[config.mk]
export PLATFORM = sky130hd
export DESIGN_NAME = text_rom
export DESIGN_NICKNAME = d
export VERILOG_FILES = /design/src/design/usb_dump_pkg.sv /design/src/design/text_rom.sv
export VERILOG_INCLUDE_DIRS = /design/src /design/src/include
export SDC_FILE = /design/constraint.sdc
export NUM_CORES = 1
export LEC_CHECK = 0
export ABC_CLOCK_PERIOD_IN_PS = 1750
export BUFFER_PORTS_ARGS = -buffer_cell sky130_fd_sc_hd__buf_2
export CAP_MARGIN = 20
export CORE_AREA = 2 2 68 44
export DETAILED_ROUTE_END_ITERATION = 7
export DIE_AREA = 0 0 70 46
export GPL_ROUTABILITY_DRIVEN = 0
export GPL_TIMING_DRIVEN = 0
export PLACE_DENSITY = 0.75
export SLEW_MARGIN = 20
export SYNTH_ARGS = -nofsm -noshare
export SYNTH_HDL_FRONTEND = slang
export SYNTH_SLANG_ARGS = --single-unit
[constraint.sdc]
create_clock -name MCLK -period 1.75 [get_ports MCLK]
set_clock_uncertainty 0.1 [all_clocks]
set_input_delay 0.175 -clock MCLK [delete_from_list [all_inputs] [get_ports MCLK]]
set_output_delay 0.175 -clock MCLK [all_outputs]
set_load 0.05 [all_outputs]
[src/include/message_text.svh]
`ifndef MESSAGE_TEXT_SVH
`define MESSAGE_TEXT_SVH

// Text ROM image as one 1024-bit vector.
// Address 0 sits in the most significant byte, so byte a is
// image[8*(127-a) +: 8].
//
//   0x00..0x0F  hex glyphs
//   0x10..0x4F  boot title, 55 characters incl. CR LF, space padded
//   0x50..0x7F  user title, 12 characters, space padded
//
// Unused entries are spaces.

`define MESSAGE_TEXT_IMAGE { \
    "0123456789ABCDEF", \
    "Bubble memory boot loader area, 30 lines of 16 bytes:", \
    8'h0D, \
    8'h0A, \
    {9{8'h20}}, \
    "USER PAGE 0x", \
    {36{8'h20}} \
}

`endif

[src/design/usb_dump_pkg.sv]
`default_nettype none

package usb_dump_pkg;

    // page buffer geometry
    localparam int BUF_BITS    = 8192;
    localparam int BIT_ADDR_W  = 13;
    localparam int BYTE_ADDR_W = 10;
    localparam int BUF_BYTES   = BUF_BITS / 8;

    // text ROM geometry
    localparam int TEXT_ADDR_W = 7;
    localparam int TEXT_BYTES  = 1 << TEXT_ADDR_W;

    localparam int PAGE_W = 12;                 // relative page number, three hex digits

    // dump layout
    localparam int BYTES_PER_LINE = 16;
    localparam int BOOT_LINES     = 30;
    localparam int USER_LINES     = 8;

    // text ROM map, see message_text.svh
    localparam logic [TEXT_ADDR_W-1:0] HEX_GLYPH_ADDR  = 7'h00;   // "0".."9","A".."F"
    localparam logic [TEXT_ADDR_W-1:0] BOOT_TITLE_ADDR = 7'h10;
    localparam int                     BOOT_TITLE_LEN  = 55;      // ends with CR LF
    localparam logic [TEXT_ADDR_W-1:0] USER_TITLE_ADDR = 7'h50;
    localparam int                     USER_TITLE_LEN  = 12;      // page number follows

    localparam logic [7:0] CHAR_CR    = 8'h0D;
    localparam logic [7:0] CHAR_LF    = 8'h0A;
    localparam logic [7:0] CHAR_SPACE = 8'h20;

    // one bit write into the page buffer
    typedef struct packed {
        logic                  en;
        logic [BIT_ADDR_W-1:0] addr;    // [12:3] byte, [2:0] bit, 0 is the LSB
        logic                  data;
    } buf_wr_t;

    // one character on a valid/ready link
    typedef struct packed {
        logic       valid;
        logic [7:0] data;
    } char_t;

endpackage

`default_nettype wire

[src/design/text_rom.sv]
`timescale 1ns/100ps
`default_nettype none

module text_rom import usb_dump_pkg::*; (
    input  wire logic                   MCLK,
    input  wire logic                   rd_en,
    input  wire logic [TEXT_ADDR_W-1:0] addr,
    output logic      [7:0]             data
);

    `include "message_text.svh"

    logic [8*TEXT_BYTES-1:0] image;
    logic [7:0]              rom [TEXT_BYTES];

    initial begin
        image = `MESSAGE_TEXT_IMAGE;
        for (int i = 0; i < TEXT_BYTES; i++) begin
            rom[i] = image[8*(TEXT_BYTES-1-i) +: 8];    // first character is the MSB
        end
    end

    always_ff @(posedge MCLK) begin
        if (rd_en) begin
            data <= rom[addr];
        end
    end

endmodule

`default_nettype wire

==> summary.txt <==
Die
  – IO Pins: 17
  – Die H: between 40 and 50 um
  – Die width: 70 um
  – Die area: ~0.0032 sq mm
  – Core area: about 0.0027 sq mm
  – Initial Util: 0.492
  – Num rows: 15

Synthesis
  – Synth area leaders: edfxtp_1 (16%), ha_1 (7.6%), buf_6 (5.1%), mux4_1 (4.0%), a21oi_1 (3.8%)
  – Ys Warns: 0
  – Netlist cell types: between 50 and 60
  – Synth top area share: 0.160
  – Post-synth ARST share: 0
  – Mapped Nets: ~180
  – Most common cell in the netlist: nor2_1
  – Synthesized instance count: around 160
  – Mapped cell area: 0.00131 sq mm
  – Leading area contributor after synthesis: edfxtp_1
  – Syn avg cell area: roughly 8 sq um
  – #FFs+latches synth: 7
  – Synth Flop Type: edfxtp_1
  – Top cells by count, synth: nor2_1 (11), a21oi_1 (10), ha_1 (8), nand2_1 (8), nor2b_1 (8)
  – Post-synth EDFFs: 7
  – Sequential element share of the synthesized area: 0.160

Worst setup path
  – CP Capture Type: flop
  – Critical Path Start Type: input pin
  – Setup Crit Path Kind: in2reg
  – CP max stage delay: slightly above 0.3 ns
  – CP bufs+invs: 3
  – Worst-path maximum fanout: 12
  – Slowest CP cell: a221o_1
  – CP arrival: roughly 1.6 ns
  – Crit-path cells: buf_12 -> clkinvlp_4 -> ha_4 -> buf_6 -> and2_4 -> nor3_2 -> o22ai_2 -> a221o_1
  – CP Data Required Time: 1.63 ns
  – Delay-heaviest family, CP: compound AO/OA/AOI/OAI gates

Layout
  – Largest reg by FF count: data
  – # fillers: approximately 230
  – Total Nets Final: a little over 200
  – Layout cells sized above 1: 0.330
  – Layout area overhead: 23.0%
  – Fin cells: ~220
  – Max reg flops: 7
  – Top Registers: data x7
  – Ant. Diodes: 0
  – Final core occ: 0.606

Power
  – NetSw: about 0.00036 W
  – Combinational power share: 0.488
  – P_leak: 0.629 nW
  – Clk network pwr share: 0.274
  – Internal Power: about 0.00053 W
  – Total power divided by cell area: between 500 and 600 mW/mm^2
  – Peak supply drop: approximately 350 uV
  – Sw Share: 0.402
  – Sequential share of power: 0.238

Clock network
  – # clock sinks: 7
  – # hold bufs at CTS: 0
  – CTS max path bufs: 2
  – Root Driver: clkbuf_8
  – Clk slew on worst S/H paths: 0.05 ns
  – TritonCTS Buffers: 3
  – CTS tree: yes
  – CTS H-tree lvls: 1

Route
  – Met1 WL: approximately 1.9 mm
  – DRC: 0
  – Via density: just under 7
  – Met2 wire len: 1.97 mm
  – Pre-antenna DRT Iters: 4
  – DR WL met3: around 530 um
  – Antenna Nets Post-Route: 0
  – Vias: roughly 1500
  – Highest routed metal layer: met4
  – Drt initial violations: between 150 and 200
  – DRT Wirelength: roughly 4.4 mm
  – Routed len/inst: just over 20 um

GRT
  – Largest net degree at the start of global routing: 13
  – Antenna violations before repair: 0
  – Vias in the first global route: 1309
  – GR Util All Layers: 0.269
  – Total grt overflow: 0
  – First-pass GRT wire length: about 6.6 mm

Min path
  – HP Class: in2reg

STA
  – Worst relative slew slack: 0.591
  – Final slew viol count: 0
  – Post-layout min period: between 1.5 and 2 ns
  – Worst-Margin Slew: approximately 0.61 ns
  – Final hold vios: 0
  – Crit share post-route: 0.993
  – Setup violations, final: 0
  – Fmax: 576 MHz

Run
  – Max-cap violations: 0

Outcome
  – Status: finished clean

Placement
  – Buffers on Ports: 13
  – Post-DP HPWL: 3.10 mm
  – Placed Cells incl. Taps: 208
==> area by class of cell <==
cell class	count	area [sq um]	area share
multi-input combinational	128	987	0.612
tap	34	42.5	0.0264
inverter	8	41.3	0.0256
buffer	18	149	0.0922
timing repair buffer	20	139	0.0860
clock buffer	4	45.0	0.0279
sequential	7	210	0.130
==> power groups by stage <==
stage | combinational, W | clock [W] | sequential [W]
3_3_place_gp | 0.000373 | 0 | 0.000212
4_1_cts | 0.000406 | 0.000234 | 0.000211
6_report | 0.000432 | 0.000242 | 0.000210
2_1_floorplan | 0.000228 | 0 | 0.000276
5_1_grt | 0.000454 | 0.000249 | 0.000212
3_5_place_dp | 0.000384 | 0 | 0.000213
==> cells in the final DEF (no fill, tap or decap), types with 6 or more instances in the layout <==
master    synthesis  routed
buf_2             7      16
nor2_1           11      11
buf_4             3      10
a21oi_1          10       9
buf_6             6       8
nand2_1           8       8
nor2b_1           8       7
edfxtp_1          7       7
nand3_1           6       6
o21ai_0           6       6
==> per-stage QoR <==
step | hold WS (ns) | TNS [ns] | power, W | instance area [sq um] | setup slack, ns
global route | 0.183 | -0.00815 | 0.000915 | 1610 | -0.00815
floorplan | 0.187 | 0 | 0.000504 | 1340 | 0.00416
detailed placement | 0.419 | -1.92 | 0.000597 | 1440 | -0.488
global placement | 0.400 | -1.79 | 0.000585 | 1440 | -0.461
CTS | 0.183 | -0.000209 | 0.000851 | 1570 | -0.000209
finish | 0.178 | 0 | 0.000885 | 1610 | 0.0128
==> path summary, 6_finish.rpt <==
| kind | start | to | slack (ns) | cells past startpoint |
|---|---|---|---|---|
| worst max-delay path | addr[0] | data[1] | 0.01 | 8 |
| worst min-delay path | rd_en | data[6] | 0.18 | 1 |
==> cell families (layout without fill, tap and decap cells) <==
group           count (synthesis)  count (layout)  share of synthesized area
compound gates                 54              54                      0.308
fa+ha+maj                       8               8                     0.0763
buf+inv                        26              50                      0.126
flops                           7               7                      0.160
mux                             7               7                     0.0810
other cells                     1               1                    0.00286
simple gates                   58              58                      0.246
==> repair_timing <==
item,in CTS,in global routing
setup buffers,4,3
resized for setup,13,8
pin swaps,4,7
endpoints found under the setup margin,5,3
==> routing by layer <==
metal	vias to the layer above	track usage
met1	704	0.364
met2	115	0.417
met4	0	0.0538
met3	18	0.0996
li1	651	-
met5	-	0
Power figures use the tool's default switching activity.
