===== src/include/message_text.svh =====
`ifndef MESSAGE_TEXT_SVH
`define MESSAGE_TEXT_SVH

// Text ROM image as one 1024-bit vector.
// Address 0 sits in the most significant byte, so byte a is
// image[8*(127-a) +: 8].
//
//   0x00..0x0F  hex glyphs
//   0x10..0x4F  boot title, 55 characters incl. CR LF, space padded
//   0x50..0x7F  user title, 12 characters, space padded
//
// Unused entries are spaces.

`define MESSAGE_TEXT_IMAGE { \
    "0123456789ABCDEF", \
    "Bubble memory boot loader area, 30 lines of 16 bytes:", \
    8'h0D, \
    8'h0A, \
    {9{8'h20}}, \
    "USER PAGE 0x", \
    {36{8'h20}} \
}

`endif


===== src/design/usb_dump_pkg.sv =====
`default_nettype none

package usb_dump_pkg;

    // page buffer geometry
    localparam int BUF_BITS    = 8192;
    localparam int BIT_ADDR_W  = 13;
    localparam int BYTE_ADDR_W = 10;
    localparam int BUF_BYTES   = BUF_BITS / 8;

    // text ROM geometry
    localparam int TEXT_ADDR_W = 7;
    localparam int TEXT_BYTES  = 1 << TEXT_ADDR_W;

    localparam int PAGE_W = 12;                 // relative page number, three hex digits

    // dump layout
    localparam int BYTES_PER_LINE = 16;
    localparam int BOOT_LINES     = 30;
    localparam int USER_LINES     = 8;

    // text ROM map, see message_text.svh
    localparam logic [TEXT_ADDR_W-1:0] HEX_GLYPH_ADDR  = 7'h00;   // "0".."9","A".."F"
    localparam logic [TEXT_ADDR_W-1:0] BOOT_TITLE_ADDR = 7'h10;
    localparam int                     BOOT_TITLE_LEN  = 55;      // ends with CR LF
    localparam logic [TEXT_ADDR_W-1:0] USER_TITLE_ADDR = 7'h50;
    localparam int                     USER_TITLE_LEN  = 12;      // page number follows

    localparam logic [7:0] CHAR_CR    = 8'h0D;
    localparam logic [7:0] CHAR_LF    = 8'h0A;
    localparam logic [7:0] CHAR_SPACE = 8'h20;

    // one bit write into the page buffer
    typedef struct packed {
        logic                  en;
        logic [BIT_ADDR_W-1:0] addr;    // [12:3] byte, [2:0] bit, 0 is the LSB
        logic                  data;
    } buf_wr_t;

    // one character on a valid/ready link
    typedef struct packed {
        logic       valid;
        logic [7:0] data;
    } char_t;

endpackage

`default_nettype wire


===== src/design/dump_sequencer.sv =====
`timescale 1ns/100ps
`default_nettype none

module dump_sequencer import usb_dump_pkg::*; (
    input  wire logic                   MCLK,
    input  wire logic                   arst_n,
    input  wire logic                   fifo_en,
    input  wire logic                   send_boot,
    input  wire logic                   send_user,
    input  wire logic [PAGE_W-1:0]      rel_page,
    output logic                        buf_rd_en,
    output logic      [BYTE_ADDR_W-1:0] buf_rd_addr,
    input  wire logic [7:0]             buf_rd_data,
    output logic                        rom_rd_en,
    output logic      [TEXT_ADDR_W-1:0] rom_addr,
    input  wire logic [7:0]             rom_data,
    output char_t                       seq_char,
    input  wire logic                   seq_ready,
    output logic                        flush
);

    typedef enum logic [3:0] {
        S_IDLE, S_TITLE_RD, S_TITLE_PUT, S_PAGE_RD, S_PAGE_PUT,
        S_BYTE_RD, S_HI_RD, S_HI_PUT, S_LO_RD, S_LO_PUT,
        S_SPACE, S_CR, S_LF, S_WAIT_REL
    } seq_state_t;

    seq_state_t             state;
    logic                   is_boot;            // latched dump kind
    logic [TEXT_ADDR_W-1:0] title_ptr;
    logic [5:0]             title_left;         // characters after the current one
    logic [1:0]             nib;                // page digit, 2 is the high one
    logic [BYTE_ADDR_W-1:0] byte_addr;
    logic [3:0]             byte_cnt;
    logic [4:0]             line_cnt;
    logic [4:0]             line_total;
    logic                   closing;            // the final CR LF is under way
    logic [3:0]             page_nibble;
    logic                   emit;
    logic [7:0]             emit_char;
    logic                   step;
    logic                   abort;

    assign line_total  = is_boot ? 5'(BOOT_LINES) : 5'(USER_LINES);
    assign page_nibble = rel_page[4*nib +: 4];
    assign buf_rd_addr = byte_addr;

    // output slot is free when empty or being taken this cycle
    assign step  = emit && (!seq_char.valid || seq_ready);
    assign abort = (state != S_IDLE) && (state != S_WAIT_REL) && !send_boot && !send_user;

    // read strobes and the character offered in each state
    always_comb begin
        emit      = 1'b0;
        emit_char = CHAR_SPACE;
        rom_rd_en = 1'b0;
        rom_addr  = title_ptr;
        buf_rd_en = 1'b0;
        case (state)
            S_TITLE_RD: rom_rd_en = 1'b1;
            S_PAGE_RD: begin
                rom_rd_en = 1'b1;
                rom_addr  = HEX_GLYPH_ADDR + TEXT_ADDR_W'(page_nibble);
            end
            S_BYTE_RD: buf_rd_en = 1'b1;
            S_HI_RD: begin
                rom_rd_en = 1'b1;
                rom_addr  = HEX_GLYPH_ADDR + TEXT_ADDR_W'(buf_rd_data[7:4]);
            end
            S_LO_RD: begin
                rom_rd_en = 1'b1;
                rom_addr  = HEX_GLYPH_ADDR + TEXT_ADDR_W'(buf_rd_data[3:0]);
            end
            S_TITLE_PUT, S_PAGE_PUT, S_HI_PUT, S_LO_PUT: begin
                emit      = 1'b1;
                emit_char = rom_data;   // ROM output holds while no read is strobed
            end
            S_SPACE: emit = 1'b1;
            S_CR: begin
                emit      = 1'b1;
                emit_char = CHAR_CR;
            end
            S_LF: begin
                emit      = 1'b1;
                emit_char = CHAR_LF;
            end
            default: ;
        endcase
    end

    always_ff @(posedge MCLK or negedge arst_n) begin
        if (!arst_n) begin
            state      <= S_IDLE;
            seq_char   <= '0;
            flush      <= 1'b0;
            is_boot    <= 1'b0;
            title_ptr  <= '0;
            title_left <= '0;
            nib        <= '0;
            byte_addr  <= '0;
            byte_cnt   <= '0;
            line_cnt   <= '0;
            closing    <= 1'b0;
        end else begin
            flush <= 1'b0;
            if (step) begin
                seq_char <= '{valid: 1'b1, data: emit_char};
            end else if (seq_ready) begin
                seq_char.valid <= 1'b0;
            end

            if (abort) begin                    // requests released mid-dump
                state          <= S_IDLE;
                seq_char.valid <= 1'b0;
                flush          <= 1'b1;
            end else begin
                case (state)
                    S_IDLE: if (fifo_en && (send_boot || send_user)) begin
                        is_boot    <= send_boot;    // boot wins when both are set
                        title_ptr  <= send_boot ? BOOT_TITLE_ADDR : USER_TITLE_ADDR;
                        title_left <= send_boot ? 6'(BOOT_TITLE_LEN - 1) : 6'(USER_TITLE_LEN - 1);
                        nib        <= 2'd2;
                        byte_addr  <= '0;
                        byte_cnt   <= '0;
                        line_cnt   <= '0;
                        closing    <= 1'b0;
                        state      <= S_TITLE_RD;
                    end
                    S_TITLE_RD: state <= S_TITLE_PUT;
                    S_TITLE_PUT: if (step) begin
                        title_ptr  <= title_ptr + 1'b1;
                        title_left <= title_left - 1'b1;
                        if (title_left == '0) begin
                            state <= is_boot ? S_BYTE_RD : S_PAGE_RD;
                        end else begin
                            state <= S_TITLE_RD;
                        end
                    end
                    S_PAGE_RD: state <= S_PAGE_PUT;
                    S_PAGE_PUT: if (step) begin
                        nib   <= nib - 1'b1;
                        state <= (nib == 2'd0) ? S_CR : S_PAGE_RD;
                    end
                    S_BYTE_RD: state <= S_HI_RD;
                    S_HI_RD:   state <= S_HI_PUT;
                    S_HI_PUT:  if (step) state <= S_LO_RD;
                    S_LO_RD:   state <= S_LO_PUT;
                    S_LO_PUT:  if (step) state <= S_SPACE;
                    S_SPACE: if (step) begin
                        byte_addr <= byte_addr + 1'b1;
                        byte_cnt  <= byte_cnt + 1'b1;   // wraps at the line end
                        if (byte_cnt == 4'(BYTES_PER_LINE - 1)) begin
                            line_cnt <= line_cnt + 1'b1;
                            state    <= S_CR;
                        end else begin
                            state <= S_BYTE_RD;
                        end
                    end
                    S_CR: if (step) state <= S_LF;
                    S_LF: if (step) begin
                        if (closing) begin
                            state <= S_WAIT_REL;
                        end else if (line_cnt == line_total) begin
                            closing <= 1'b1;            // one more CR LF closes the dump
                            state   <= S_CR;
                        end else begin
                            state <= S_BYTE_RD;
                        end
                    end
                    S_WAIT_REL: if (!send_boot && !send_user) state <= S_IDLE;
                    default: state <= S_IDLE;
                endcase
            end
        end
    end

endmodule

`default_nettype wire


===== config.mk =====
export PLATFORM = sky130hd
export DESIGN_NAME = dump_sequencer
export DESIGN_NICKNAME = d
export VERILOG_FILES = /design/src/include/message_text.svh /design/src/design/usb_dump_pkg.sv /design/src/design/dump_sequencer.sv
export SDC_FILE = /design/constraint.sdc
export NUM_CORES = 1
export LEC_CHECK = 0
export ABC_CLOCK_PERIOD_IN_PS = 1900
export CAP_MARGIN = 10
export CELL_PAD_IN_SITES_DETAIL_PLACEMENT = 0
export CELL_PAD_IN_SITES_GLOBAL_PLACEMENT = 2
export CORE_ASPECT_RATIO = 1.75
export CORE_MARGIN = 4
export CORE_UTILIZATION = 34
export CTS_CLUSTER_SIZE = 16
export DETAILED_ROUTE_END_ITERATION = 6
export DONT_BUFFER_PORTS = 1
export PLACE_DENSITY = 0.85
export SYNTH_ARGS = -nofsm -noshare
export SYNTH_HDL_FRONTEND = slang
export SYNTH_SLANG_ARGS = --single-unit

===== constraint.sdc =====
create_clock -name MCLK -period 1.9 [get_ports MCLK]
set_input_delay 0.285 -clock MCLK [delete_from_list [all_inputs] [get_ports MCLK]]
set_output_delay 0.285 -clock MCLK [all_outputs]
set_load 0.1 [all_outputs]

==> flow_summary.yaml <==
outcome:
  status: "finished with violations"
  violations: "negative setup slack"
floorplan:
  dieWidth_um: 82.1
  die_h_um: 138
  dieArea_mm2: 0.0113
  io_pins: 63
  start_util_pct: 34.8
  rows: 47
  coreArea_mm2: 0.00941
sta:
  rsz0062_at_grt: "true"
  worstMarginPinSlew_ns: 0.621
  whs_ns: 0.0799
  skew_ns: 0.00638
  timing_hold_violations_final: 0
  max_freq_mhz: 466
  fin_ws_ns: -0.245
  min_period_over_period_pct: 113
  min_period_ns: 2.15
  finalSetupViolations: 55
  relSlewSlack_pct: 58.6
  slew_violations: 0
drt:
  route.detailed.drc: 0
  vias: 3544
  drt_iter0_markers: 266
  drt_first_pass_iters: 4
  wl_per_cell_um: 18.4
  drt.antenna.violating_nets: 0
  wl_mm: 11.7
  via_per_inst: 5.56
synthesis:
  ys_types: 61
  yosys.area_share.simple_pct: 26.9
  synthXorXnorAreaFrac_pct: 4.82
  syn-instance-count: 392
  synth_edf_count: 0
  synth_top_area_share_pct: 38.3
  synthFlopType: "dfrtp_1"
  synth_top_family_by_area: "simple AND/OR/NAND/NOR gates"
  synth_fa_ha_area_share_pct: 2.68
  synthMuxAreaShare_pct: 1.91
  yosysWarnings: 0
  ys_seq_area_share_pct: 38.3
  avgSynthCellArea_um2: 8.34
  ys_top_cells_by_area: "dfrtp_1 38%, o21ai_0 6.0%, nand2_1 5.2%"
  synth_largest_area_cell: "dfrtp_1"
  syn-cell-area_mm2: 0.00327
  ys_ff_latch: 50
  synth_nets: 433
  synth_compound_area_share_pct: 21.2
  ys_async_sr_fraction_pct: 100
clock_tree:
  clockRootBuffer: "clkbuf_16"
  clock_sinks: 50
  cts_tree: "yes"
  clk_path_buf_depth: 2
  clk_latency_ns: 0.30
  cts.reportedPaths.clkPinSlew_ns: 0.07
  h-tree-depth: 2
  cts_made_buffers: 5
layout:
  area_delta_synth_final_pct: 66.6
  finish.instance_area_mm2: 0.00545
  final_common_cell: "buf_4"
  final_nets: 555
  final_cell_mix: "87 x buf_4, 41 x dfrtp_1, 37 x buf_6, 36 x nand2_1, 31 x nor2_1"
  drive_gt1_share_pct: 47.4
  utilization_pct: 57.9
  antenna_cells: 0
placed_design:
  numPortBuffers: 0
  gp_congestion: 0.838
  dpl_cell_area_mm2: 0.00435
  dp_slack_ns: -0.158
  hpwl_mm: 8.03
worst_setup_path:
  r2r_setup_slack_ns: -0.25
  critPathMaxFanout: 4
  cpMostUsedCell: "buf_6"
  crit_arrival_ns: 2.38
  cp-end-kind: "register"
  r2r_end: "state[1]"
  critPathMaxStageDelay_ns: 0.52
  r2r_start: "state[0]"
  crit_type: "register to register"
  cpMaxStageDelayCell: "or4b_4"
  crit_required_ns: 2.13
  reg2reg_depth: 8
  path_cells: "buf_4 > buf_6 > or4b_4 > buf_6 > nor2_4 > nand4_1 > a311oi_2 > a21o_1"
  cp-start-kind: "register"
worst_hold_path:
  holdPathStages: 1
  holdPathEnd: "title_left[0]"
  hold_class: "input port to register"
  min_from: "send_boot"
grt:
  grt_max_degree: 51
  grt_use_total_pct: 20.1
  grt_pass1_wl_mm: 17.3
  grt_overflow: 0
  first_global_vias: 3542
  antenna_found_initial: 0
power:
  cellLeakagePower_nw: 2.34
  irDropWorstVdd_mv: 1.37
  p_per_area_mw_per_mm2: 1760
flow_run:
  maxCapViolations: 0
[critical path: cells and delay by family, from the launching register on]
kind | cells | cell delay [ns]
buffers and inverters | 3 | 0.43
flip-flops | 1 | 0.45
AO/OA/AOI/OAI | 2 | 0.38
AND/OR/NAND/NOR | 3 | 0.82
[cells by family (layout without fill, tap and decap cells)]
logic type	count (synthesis)	in the layout
AOI/OAI and AO/OA	104	104
xor gates and xnor gates	18	18
adders and majority gates	7	7
buffers and inverters	34	156
DFF	50	50
muxes	6	6
and+or+nand+nor	173	174
[sequential cells by signal, summed over array words and instances, names as in the netlist]
register	count
closing	1
byte_cnt	4
flush	1
title_left	6
title_ptr	7
is_boot	1
nib	2
state	4
buf_rd_addr	10
line_cnt	5
seq_char	9
[synth_stat cells (8+ instances only)]
cell and count:
clkbuf_1 12, dfrtp_1 50, nand4_1 8, a21oi_1 20, inv_1 9, buf_2 10
nor2_1 41, xnor2_1 10, nand2_1 45, nand3_1 13, xor2_1 8, nor3_1 14
o21ai_0 39
[metal layers]
layer	vias to the layer above	share of wire, %	GRT usage (%)
li1	1654	-	-
met1	1724	35	20.4
met2	128	55	37.3
met3	38	5.6	3.86
met4	0	4.9	10.5
met5	-	0	0
[area by class of cell]
cell class,count,area (um2)
Tap cell,122,153
Clock inverter,3,43.8
Clock buffer,5,125
Fill cell,796,3960
Timing Repair Buffer,137,1310
Multi-Input combinational cell,309,2510
Sequential cell,50,1260
Inverter,11,45.0
[through the flow]
step | cells | total power (W) | TNS, ns
6_report | 637 | 0.00960 | -6.99
5_1_grt | 637 | 0.0100 | -10.17
4_1_cts | 617 | 0.00874 | -3.41
3_5_place_dp | 590 | 0.00691 | -2.52
3_3_place_gp | 590 | 0.00682 | -1.48
2_1_floorplan | 392 | 0.00517 | -0.933
[worst max-delay path by stage]
stage / from / cells past startpoint / to / slack (ns)
2_1_floorplan: state[0] / 7 / rom_addr[2] / -0.20
4_1_cts: state[2] / 8 / rom_addr[6] / -0.23
5_1_grt: state[0] / 6 / rom_addr[0] / -0.29
3_3_place_gp: state[3] / 7 / state[1] / -0.17
3_5_place_dp: state[3] / 7 / state[1] / -0.16
6_report: state[0] / 8 / state[1] / -0.25
[power by group]
| part | total (W) | internal [W] | leakage (nW) | switching [W] |
|---|---|---|---|---|
| registers | 0.00163 | 0.00134 | 0.639 | 0.000286 |
| clock network | 0.00105 | 0.000625 | 0.0842 | 0.000430 |
| logic | 0.00691 | 0.00296 | 1.62 | 0.00395 |
| total | 0.00960 | 0.00493 | 2.34 | 0.00467 |
[timing repair]
item	CTS	global route
cloned	1	1
resized for setup	74	73
pin swaps	18	35
endpoints found under the setup margin	45	51
endpoints found under the hold margin	50	0
hold buffers	2	0
buffers inserted	16	21
Power figures use the tool's default switching activity.
