$ cat src/include/message_text.svh
`ifndef MESSAGE_TEXT_SVH
`define MESSAGE_TEXT_SVH

// Text ROM image as one 1024-bit vector.
// Address 0 sits in the most significant byte, so byte a is
// image[8*(127-a) +: 8].
//
//   0x00..0x0F  hex glyphs
//   0x10..0x4F  boot title, 55 characters incl. CR LF, space padded
//   0x50..0x7F  user title, 12 characters, space padded
//
// Unused entries are spaces.

`define MESSAGE_TEXT_IMAGE { \
    "0123456789ABCDEF", \
    "Bubble memory boot loader area, 30 lines of 16 bytes:", \
    8'h0D, \
    8'h0A, \
    {9{8'h20}}, \
    "USER PAGE 0x", \
    {36{8'h20}} \
}

`endif

$ cat src/design/usb_dump_pkg.sv
`default_nettype none

package usb_dump_pkg;

    // page buffer geometry
    localparam int BUF_BITS    = 8192;
    localparam int BIT_ADDR_W  = 13;
    localparam int BYTE_ADDR_W = 10;
    localparam int BUF_BYTES   = BUF_BITS / 8;

    // text ROM geometry
    localparam int TEXT_ADDR_W = 7;
    localparam int TEXT_BYTES  = 1 << TEXT_ADDR_W;

    localparam int PAGE_W = 12;                 // relative page number, three hex digits

    // dump layout
    localparam int BYTES_PER_LINE = 16;
    localparam int BOOT_LINES     = 30;
    localparam int USER_LINES     = 8;

    // text ROM map, see message_text.svh
    localparam logic [TEXT_ADDR_W-1:0] HEX_GLYPH_ADDR  = 7'h00;   // "0".."9","A".."F"
    localparam logic [TEXT_ADDR_W-1:0] BOOT_TITLE_ADDR = 7'h10;
    localparam int                     BOOT_TITLE_LEN  = 55;      // ends with CR LF
    localparam logic [TEXT_ADDR_W-1:0] USER_TITLE_ADDR = 7'h50;
    localparam int                     USER_TITLE_LEN  = 12;      // page number follows

    localparam logic [7:0] CHAR_CR    = 8'h0D;
    localparam logic [7:0] CHAR_LF    = 8'h0A;
    localparam logic [7:0] CHAR_SPACE = 8'h20;

    // one bit write into the page buffer
    typedef struct packed {
        logic                  en;
        logic [BIT_ADDR_W-1:0] addr;    // [12:3] byte, [2:0] bit, 0 is the LSB
        logic                  data;
    } buf_wr_t;

    // one character on a valid/ready link
    typedef struct packed {
        logic       valid;
        logic [7:0] data;
    } char_t;

endpackage

`default_nettype wire

$ cat src/design/fifo_tx_queue.sv
`timescale 1ns/100ps
`default_nettype none

module fifo_tx_queue import usb_dump_pkg::*; (
    input  wire logic  MCLK,
    input  wire logic  arst_n,
    input  wire char_t seq_char,
    output logic       seq_ready,
    input  wire logic  flush,
    output char_t      tx,
    input  wire logic  tx_ready
);

    logic [1:0] count;          // 0..2 characters held
    logic [7:0] head;           // oldest character, shown on tx
    logic [7:0] tail;
    logic       push;
    logic       pop;
    logic       load_head;

    assign seq_ready = (count != 2'd2);
    assign tx        = '{valid: (count != 2'd0), data: head};
    assign push      = seq_char.valid && seq_ready;
    assign pop       = tx.valid && tx_ready;

    // new character goes straight to the head when nothing stays in front of it
    assign load_head = push && ((count == 2'd0) || (pop && count == 2'd1));

    always_ff @(posedge MCLK or negedge arst_n) begin
        if (!arst_n) begin
            count <= 2'd0;
        end else if (flush) begin
            count <= 2'd0;      // drop everything on abort
        end else begin
            count <= count + 2'(push) - 2'(pop);
        end
    end

    always_ff @(posedge MCLK) begin
        if (load_head) begin
            head <= seq_char.data;
        end else if (pop) begin
            head <= tail;
        end
        if (push && !load_head) begin
            tail <= seq_char.data;
        end
    end

endmodule

`default_nettype wire

$ cat config.mk
export PLATFORM = sky130hd
export DESIGN_NAME = fifo_tx_queue
export DESIGN_NICKNAME = d
export VERILOG_FILES = /design/src/include/message_text.svh /design/src/design/usb_dump_pkg.sv /design/src/design/fifo_tx_queue.sv
export SDC_FILE = /design/constraint.sdc
export NUM_CORES = 1
export LEC_CHECK = 0
export ABC_AREA = 1
export BUFFER_PORTS_ARGS = -buffer_cell sky130_fd_sc_hd__buf_2
export CORE_MARGIN = 2
export CORE_UTILIZATION = 35
export DETAILED_ROUTE_END_ITERATION = 8
export GPL_ROUTABILITY_DRIVEN = 0
export HOLD_SLACK_MARGIN = 0.02
export MAX_ROUTING_LAYER = met4
export PLACE_DENSITY = 0.55
export SLEW_MARGIN = 10
export SYNTH_ARGS = -nofsm -noshare
export SYNTH_HDL_FRONTEND = slang
export SYNTH_SLANG_ARGS = --single-unit
$ cat constraint.sdc
create_clock -name MCLK -period 2.3 [get_ports MCLK]
set_clock_uncertainty 0.15 [all_clocks]
set_input_delay 0.115 -clock MCLK [delete_from_list [all_inputs] [get_ports MCLK]]
set_output_delay 0.115 -clock MCLK [all_outputs]
set_load 0.01 [all_outputs]
==> impl_results.md, run 1 <==
* Tot GR Track Use at 12.4%
* Placed cells at 119
* Area contributors post-synth: edfxtp_1, nand2_1, dfrtp_1
* CP required at 2.08 ns
* Synth cell count leaders: nand2_1, edfxtp_1, nand3_1
* CTS max path bufs at 2
* Post-DRT Antenna Nets at 0
* Worst Setup Start Kind: flip-flop
* Max frequency at 596 MHz
* Seq/Total Area, Yosys at 66.2%
* Worst path cell trace: inv_2 > nand2_2 > nand2_4 > nor2_1
* Die Wd at 51.8 microns
* Worst VDD drop at 0.000591 V
* Final cell count without fillers at 134
* CTS sink cnt at 18
* Synth top area share at 60.0%
* Setup crit end kind: flip-flop
* Worst slew pin tran at 0.656 ns
* Fin util at 48.9%
* RSZ-0062 raised after global routing: false
* Total CTS buffers at 3
* DRC at 0
* Post-DP HPWL at 976 microns
* Final Setup Violations at 0
* Largest net degree at the start of global routing at 11
* DR vias at 577
* Status: finished clean
* Setup TNS at 0 ns
* Leakage at 0.494 nW
* First-pass GRT wire length at 2290 microns
* Layout cell share with drive strength beyond 1 at 30.2%
* Die area at 2690 sq um
* Max cap viols at 0
* Post-synthesis xor/xnor area fraction at 0%
* Max FO, Critical Path at 10
* Largest family of logic cells by synthesized area: simple AND/OR/NAND/NOR gates
* Post-synth cell types at 13
* Avg Synthesized Cell Area at 11.4 sq um
* CP arrival at 1.46 ns
* Met1 Usage GRT at 12.0%
* Syn. warnings at 0
* H-tree levels at 1
* Mapped Area at 801 sq um
* Tmin final at 1.68 ns
* Mux share of post-synthesis cell area at 0%
* Post-synthesis instance total at 70
* CTS tree: built
* Seq cells post-synth at 18
* Final Net Count at 122
* Met3 GRT Util at 6.03%
* Busiest layer in global routing: met2
* Initial core utilization at 36.6%
* Post-CTS Resized at 0
* Async SR Flop Fraction at 11.1%
* Root Driver: clkbuf_4
* WHS at 0.177 ns
* CTS clk-pin slew, worst paths at 0.10 ns
* Final Cycle Share at 72.9%
* Vias in the first global route at 578
* Io pins at 23
* Synth Flop Type: edfxtp_1
* Syn_nets at 85
* IO Port Bufs at 22
* Die Height at 51.8 microns
* Post-CTS Setup Bufs at 0
* Max-slew violations at 0
* Total grt overflow at 0
* Ant. Diodes at 0
* Critical path class: reg -> reg
* Worst-skew pair later-pin latency at 0.29 ns
* Total power at 1.11 mW
* Hold WC Path Type: in -> reg
* Core area at 2190 sq um
* Power per Cell Area at 1030 nW/um^2
* Synth Area in Compound Gates at 1.09%
* Post-Synth Simple-Gate Area at 24.4%
* P&R area growth vs syn at 33.8%
* Vias/cell at 4.31
* Drt first pass iters at 3
* Slew Limit Headroom at 56.1%
* Most numerous cell in the Yosys netlist: nand2_1
* Met2 Use GR at 22.2%
* Post-synth EDFFs at 16
* Initial drt markers at 13
* Crit-path slowest cell: nor2_1
* Yosys top cell by area: edfxtp_1
* Slowest cell delay on critical path at 0.53 ns
* Adder-cell share of the synthesized area at 3.13%
* Wirelength per Cell at 10.3 microns
* WL final at 1380 microns
* Fin. Hold Viols at 0
* Core Rows at 17
* Initial antenna violation count at 0
==> cells by family after synthesis <==
| kind of cell | Yosys count |
|---|---|
| flip-flops | 18 |
| buffers and inverters | 9 |
| AND/OR/NAND/NOR | 40 |
| adder cells (fa/ha/maj) | 2 |
| AO/OA/AOI/OAI | 1 |
==> registers in the layout, indices dropped and copies added (netlist names) <==
signal / cells
head: 8
tail: 8
count: 2
==> repair_timing <==
| action | 4_1_cts | 5_1_grt |
|---|---|---|
| hold buffers | 11 | 0 |
| endpoints found under the hold margin | 20 | 0 |
| endpoints found under the setup margin | 0 | 0 |
==> final timing paths <==
check,cells after the start,slack [ns],from,to
min reg2reg,2,0.37,tail[1],head[1]
max in group asynchronous,3,1.37,arst_n,count[0]
min,4,0.18,seq_char[8],head[4]
max,4,0.62,count[1],tail[1]
min in group asynchronous,3,0.52,arst_n,count[1]
max reg2reg,4,0.62,count[1],tail[1]
==> metal layers <==
metal  vias to the layer above  routed length, microns
met1                       253                     571
li1                        306                       -
met3                         2                      65
met2                        16                     728
met5                         -                       0
met4                         0                      10
==> placed cells by master, fill, tap and decap left out <==
cell type | synthesis | final
nand3_1 | 9 | 9
nand2_4 | 2 | 2
nor2_1 | 4 | 4
inv_2 | 2 | 2
clkbuf_4 | 0 | 3
dfrtp_1 | 2 | 2
nand2_8 | 1 | 1
inv_1 | 6 | 6
nand2_2 | 1 | 1
buf_2 | 0 | 22
o21ai_2 | 1 | 1
clkinv_1 | 0 | 1
ha_1 | 2 | 2
edfxtp_1 | 16 | 16
dlygate4sd3_1 | 0 | 11
nand2_1 | 23 | 23
==> worst max-delay path: cells and delay by family (launching register included) <==
family,cells,cell delay [ns]
buffers and inverters,1,0.07
and+or+nand+nor,3,0.71
DFF,1,0.39
==> report_power, final <==
group	leakage [nW]	switching (mW)	total (mW)	internal, mW
Clock	0.0154	0.0938	0.157	0.0631
Combinational	0.300	0.280	0.440	0.159
Sequential	0.179	0.0261	0.511	0.485
==> area by class of cell <==
type | count | area (sq um)
well taps | 28 | 35.0
clock buffers | 3 | 22.5
multi-input cells | 43 | 229
flip-flops and latches | 18 | 531
fillers | 210 | 1120
clock inverters | 1 | 3.75
repair buffers | 33 | 220
inverters | 8 | 30.0
==> metrics by stage <==
step | instance area [sq um] | setup WS [ns]
2_1_floorplan | 801 | 0.748
3_3_place_gp | 935 | 0.667
3_5_place_dp | 935 | 0.632
4_1_cts | 1070 | 0.622
5_1_grt | 1070 | 0.524
6_report | 1070 | 0.623
(Power assumes the default switching activity.)
==> run 2: changes to the inputs <==
Clock period 2.3 ns to 1.7 ns, I/O delays scaled along.
==> run 2 against run 1 <==
Against the previous run: critical path depth increased by 2; first-iteration DRC count stayed put; sequential power is 35% higher; via count grew 4.9%; design area rose by 5.4%; maximum frequency up 4.1%; critical path type unchanged; largest cell class unchanged.
==> impl_results.md, run 2 (synthesized netlist as in run 1, its figures left out) <==
* Worst path cell trace: inv_2 > nand2_4 > buf_12 > nand2_4 > nand2_8 > o21ai_2
* Max FO, Critical Path at 10 (unchanged)
* CP arrival at 1.40 ns (-0.06 ns)
* Largest net degree at the start of global routing at 11 (unchanged)
* Largest registers: head x8, tail x8, count x2
* Core Rows at 17 (unchanged)
* Tmin final at 1.61 ns (-0.0660 ns)
* Total CTS buffers at 3 (unchanged)
* WHS at 0.156 ns (-0.0214 ns)
* Fin. Hold Viols at 0 (unchanged)
* Status: finished clean
* Power per Cell Area at 1470 nW/um^2 (+42%)
* Die Wd at 51.8 microns (unchanged)
* CP required at 1.49 ns (-0.59 ns)
* DP Area at 950 sq um (+1.6%)
* DR vias at 605 (+4.9%)
* CTS tree: built
* Worst-skew pair later-pin latency at 0.28 ns (about the same)
* Fin area at 1130 sq um (+5.4%)
* First-pass GRT wire length at 2170 microns (-5.1%)
* CTS sink cnt at 18 (unchanged)
* Post-DRT Antenna Nets at 0 (unchanged)
* Vias in the first global route at 569 (-1.6%)
* DRC at 0 (unchanged)
* P&R area growth vs syn at 40.9%
* Most frequent cells in the layout: nand2_1, buf_2, edfxtp_1
* Crit-path slowest cell: dfrtp_1
* Final Setup Violations at 0 (unchanged)
* WL final at 1420 microns (+2.9%)
* Pre-CTS setup slack at 0.0932 ns (-0.539 ns)
* Max cap viols at 0 (unchanged)
* Vias/cell at 4.38 (+1.8%)
* Initial antenna violation count at 0 (unchanged)
* Final Net Count at 126 (+3.3%)
* Total grt overflow at 0 (unchanged)
* Initial core utilization at 36.6% (unchanged)
* CTS max path bufs at 2 (unchanged)
* Ant. Diodes at 0 (unchanged)
* Max-slew violations at 0 (unchanged)
* IO Port Bufs at 22 (unchanged)
* Worst slew pin tran at 0.446 ns (-0.210 ns)
* Core area at 2190 sq um (unchanged)
* Final WS setup at 0.0894 ns (-0.534 ns)
* Top delay family on crit path: flip-flops
* Die Height at 51.8 microns (unchanged)
* WP buf/inv at 2 (+1)
* Drt first pass iters at 4 (+1)
* Slowest cell delay on critical path at 0.41 ns (-0.12 ns)
* Setup crit end kind: flip-flop
* Initial drt markers at 13 (unchanged)
* Post-DP HPWL at 980 microns (+0.42%)
* Worst VDD drop at 0.000829 V (+40%)
* Die area at 2690 sq um (unchanged)
* H-tree levels at 1 (unchanged)
* Hold WC Path Type: in -> reg
* CP most frequent cell: nand2_4
* Io pins at 23 (unchanged)
* Slew Limit Headroom at 70.3% (+14 points)
* Total power at 1.66 mW (+50%)
* Max frequency at 621 MHz (+4.1%)
* Leakage at 0.518 nW (+4.7%)
* Most common cell after layout, fill and taps aside: nand2_1
* Critical path class: reg -> reg
* Filler instances at 206 (-1.9%)
* Wirelength per Cell at 10.3 microns (about the same)
* Root Driver: clkbuf_4
* Tot GR Track Use at 11.8% (-0.55 points)
* Final Cycle Share at 94.7% (+22 points)
* CTS clk-pin slew, worst paths at 0.10 ns (about the same)
* Worst Setup Start Kind: flip-flop
* Layout cell share with drive strength beyond 1 at 36.4% (+6.2 points)
## run 2: changes by cell type in the layout (fill, tap and decap cells not counted)
cell    change
nor2_2      +1
ha_4        +1
buf_12      +1
buf_4       +3
ha_1        -1
inv_1       -2
nor2_1      -1
inv_2       +2
## run 2: power breakdown
group          switching (mW)  internal, mW  leakage, nW
Combinational           0.433         0.328        0.324
Sequential             0.0368         0.655        0.179
Clock                   0.123        0.0851       0.0154
Total                   0.593          1.07        0.518
## run 2: cell type report
type                            instances  area, sq um  area share (%)
Timing Repair Buffer                   37          263            23.3
Sequential cell                        18          531            47.0
Multi-Input combinational cell         43          244            21.6
Clock buffer                            3         22.5            2.00
Inverter                                8         30.0            2.66
Tap cell                               28         35.0            3.10
Clock inverter                          1         3.75           0.333
## run 2: through the flow
step | setup TNS, ns | std cells | utilization [%]
floorplan | 0 | 70 | -
global placement | 0 | 121 | 43.3
detailed placement | 0 | 121 | 43.3
CTS | 0 | 136 | 49.6
global route | -0.00173 | 138 | 51.5
finish | 0 | 138 | 51.5
## run 2: metal layers
metal	share of wire (%)	global-route usage (%)	wire length [microns]	vias to the layer above
li1	-	-	-	317
met1	39	11.1	547	272
met2	57	20.9	802	14
met3	4.0	2.87	56	2
met4	0.71	8.33	10	0
met5	0	-	0	-
## run 2: worst reg2reg max path: stages, from the launching register on
cell and delay [ns]:
dfrtp_1 0.41, inv_2 0.10, nand2_4 0.07, buf_12 0.12, nand2_4 0.13, nand2_8 0.09
o21ai_2 0.20
## run 2: worst paths after layout
kind,start,to,slack (ns),depth (start not counted)
min in group asynchronous,arst_n,count[1],0.48,3
hold / removal,seq_char[8],head[2],0.16,3
hold reg to reg,tail[2],head[2],0.37,2
setup / recovery,count[1],head[4],0.09,6
max in group asynchronous,arst_n,count[0],0.80,3
setup reg to reg,count[1],head[4],0.09,6
## run 2: timing repair
action / 4_1_cts / 5_1_grt
endpoints found under the setup margin: 0 / 2
resized for setup: 0 / 5
endpoints found under the hold margin: 20 / 0
setup buffers: 0 / 2
hold buffers: 11 / 0
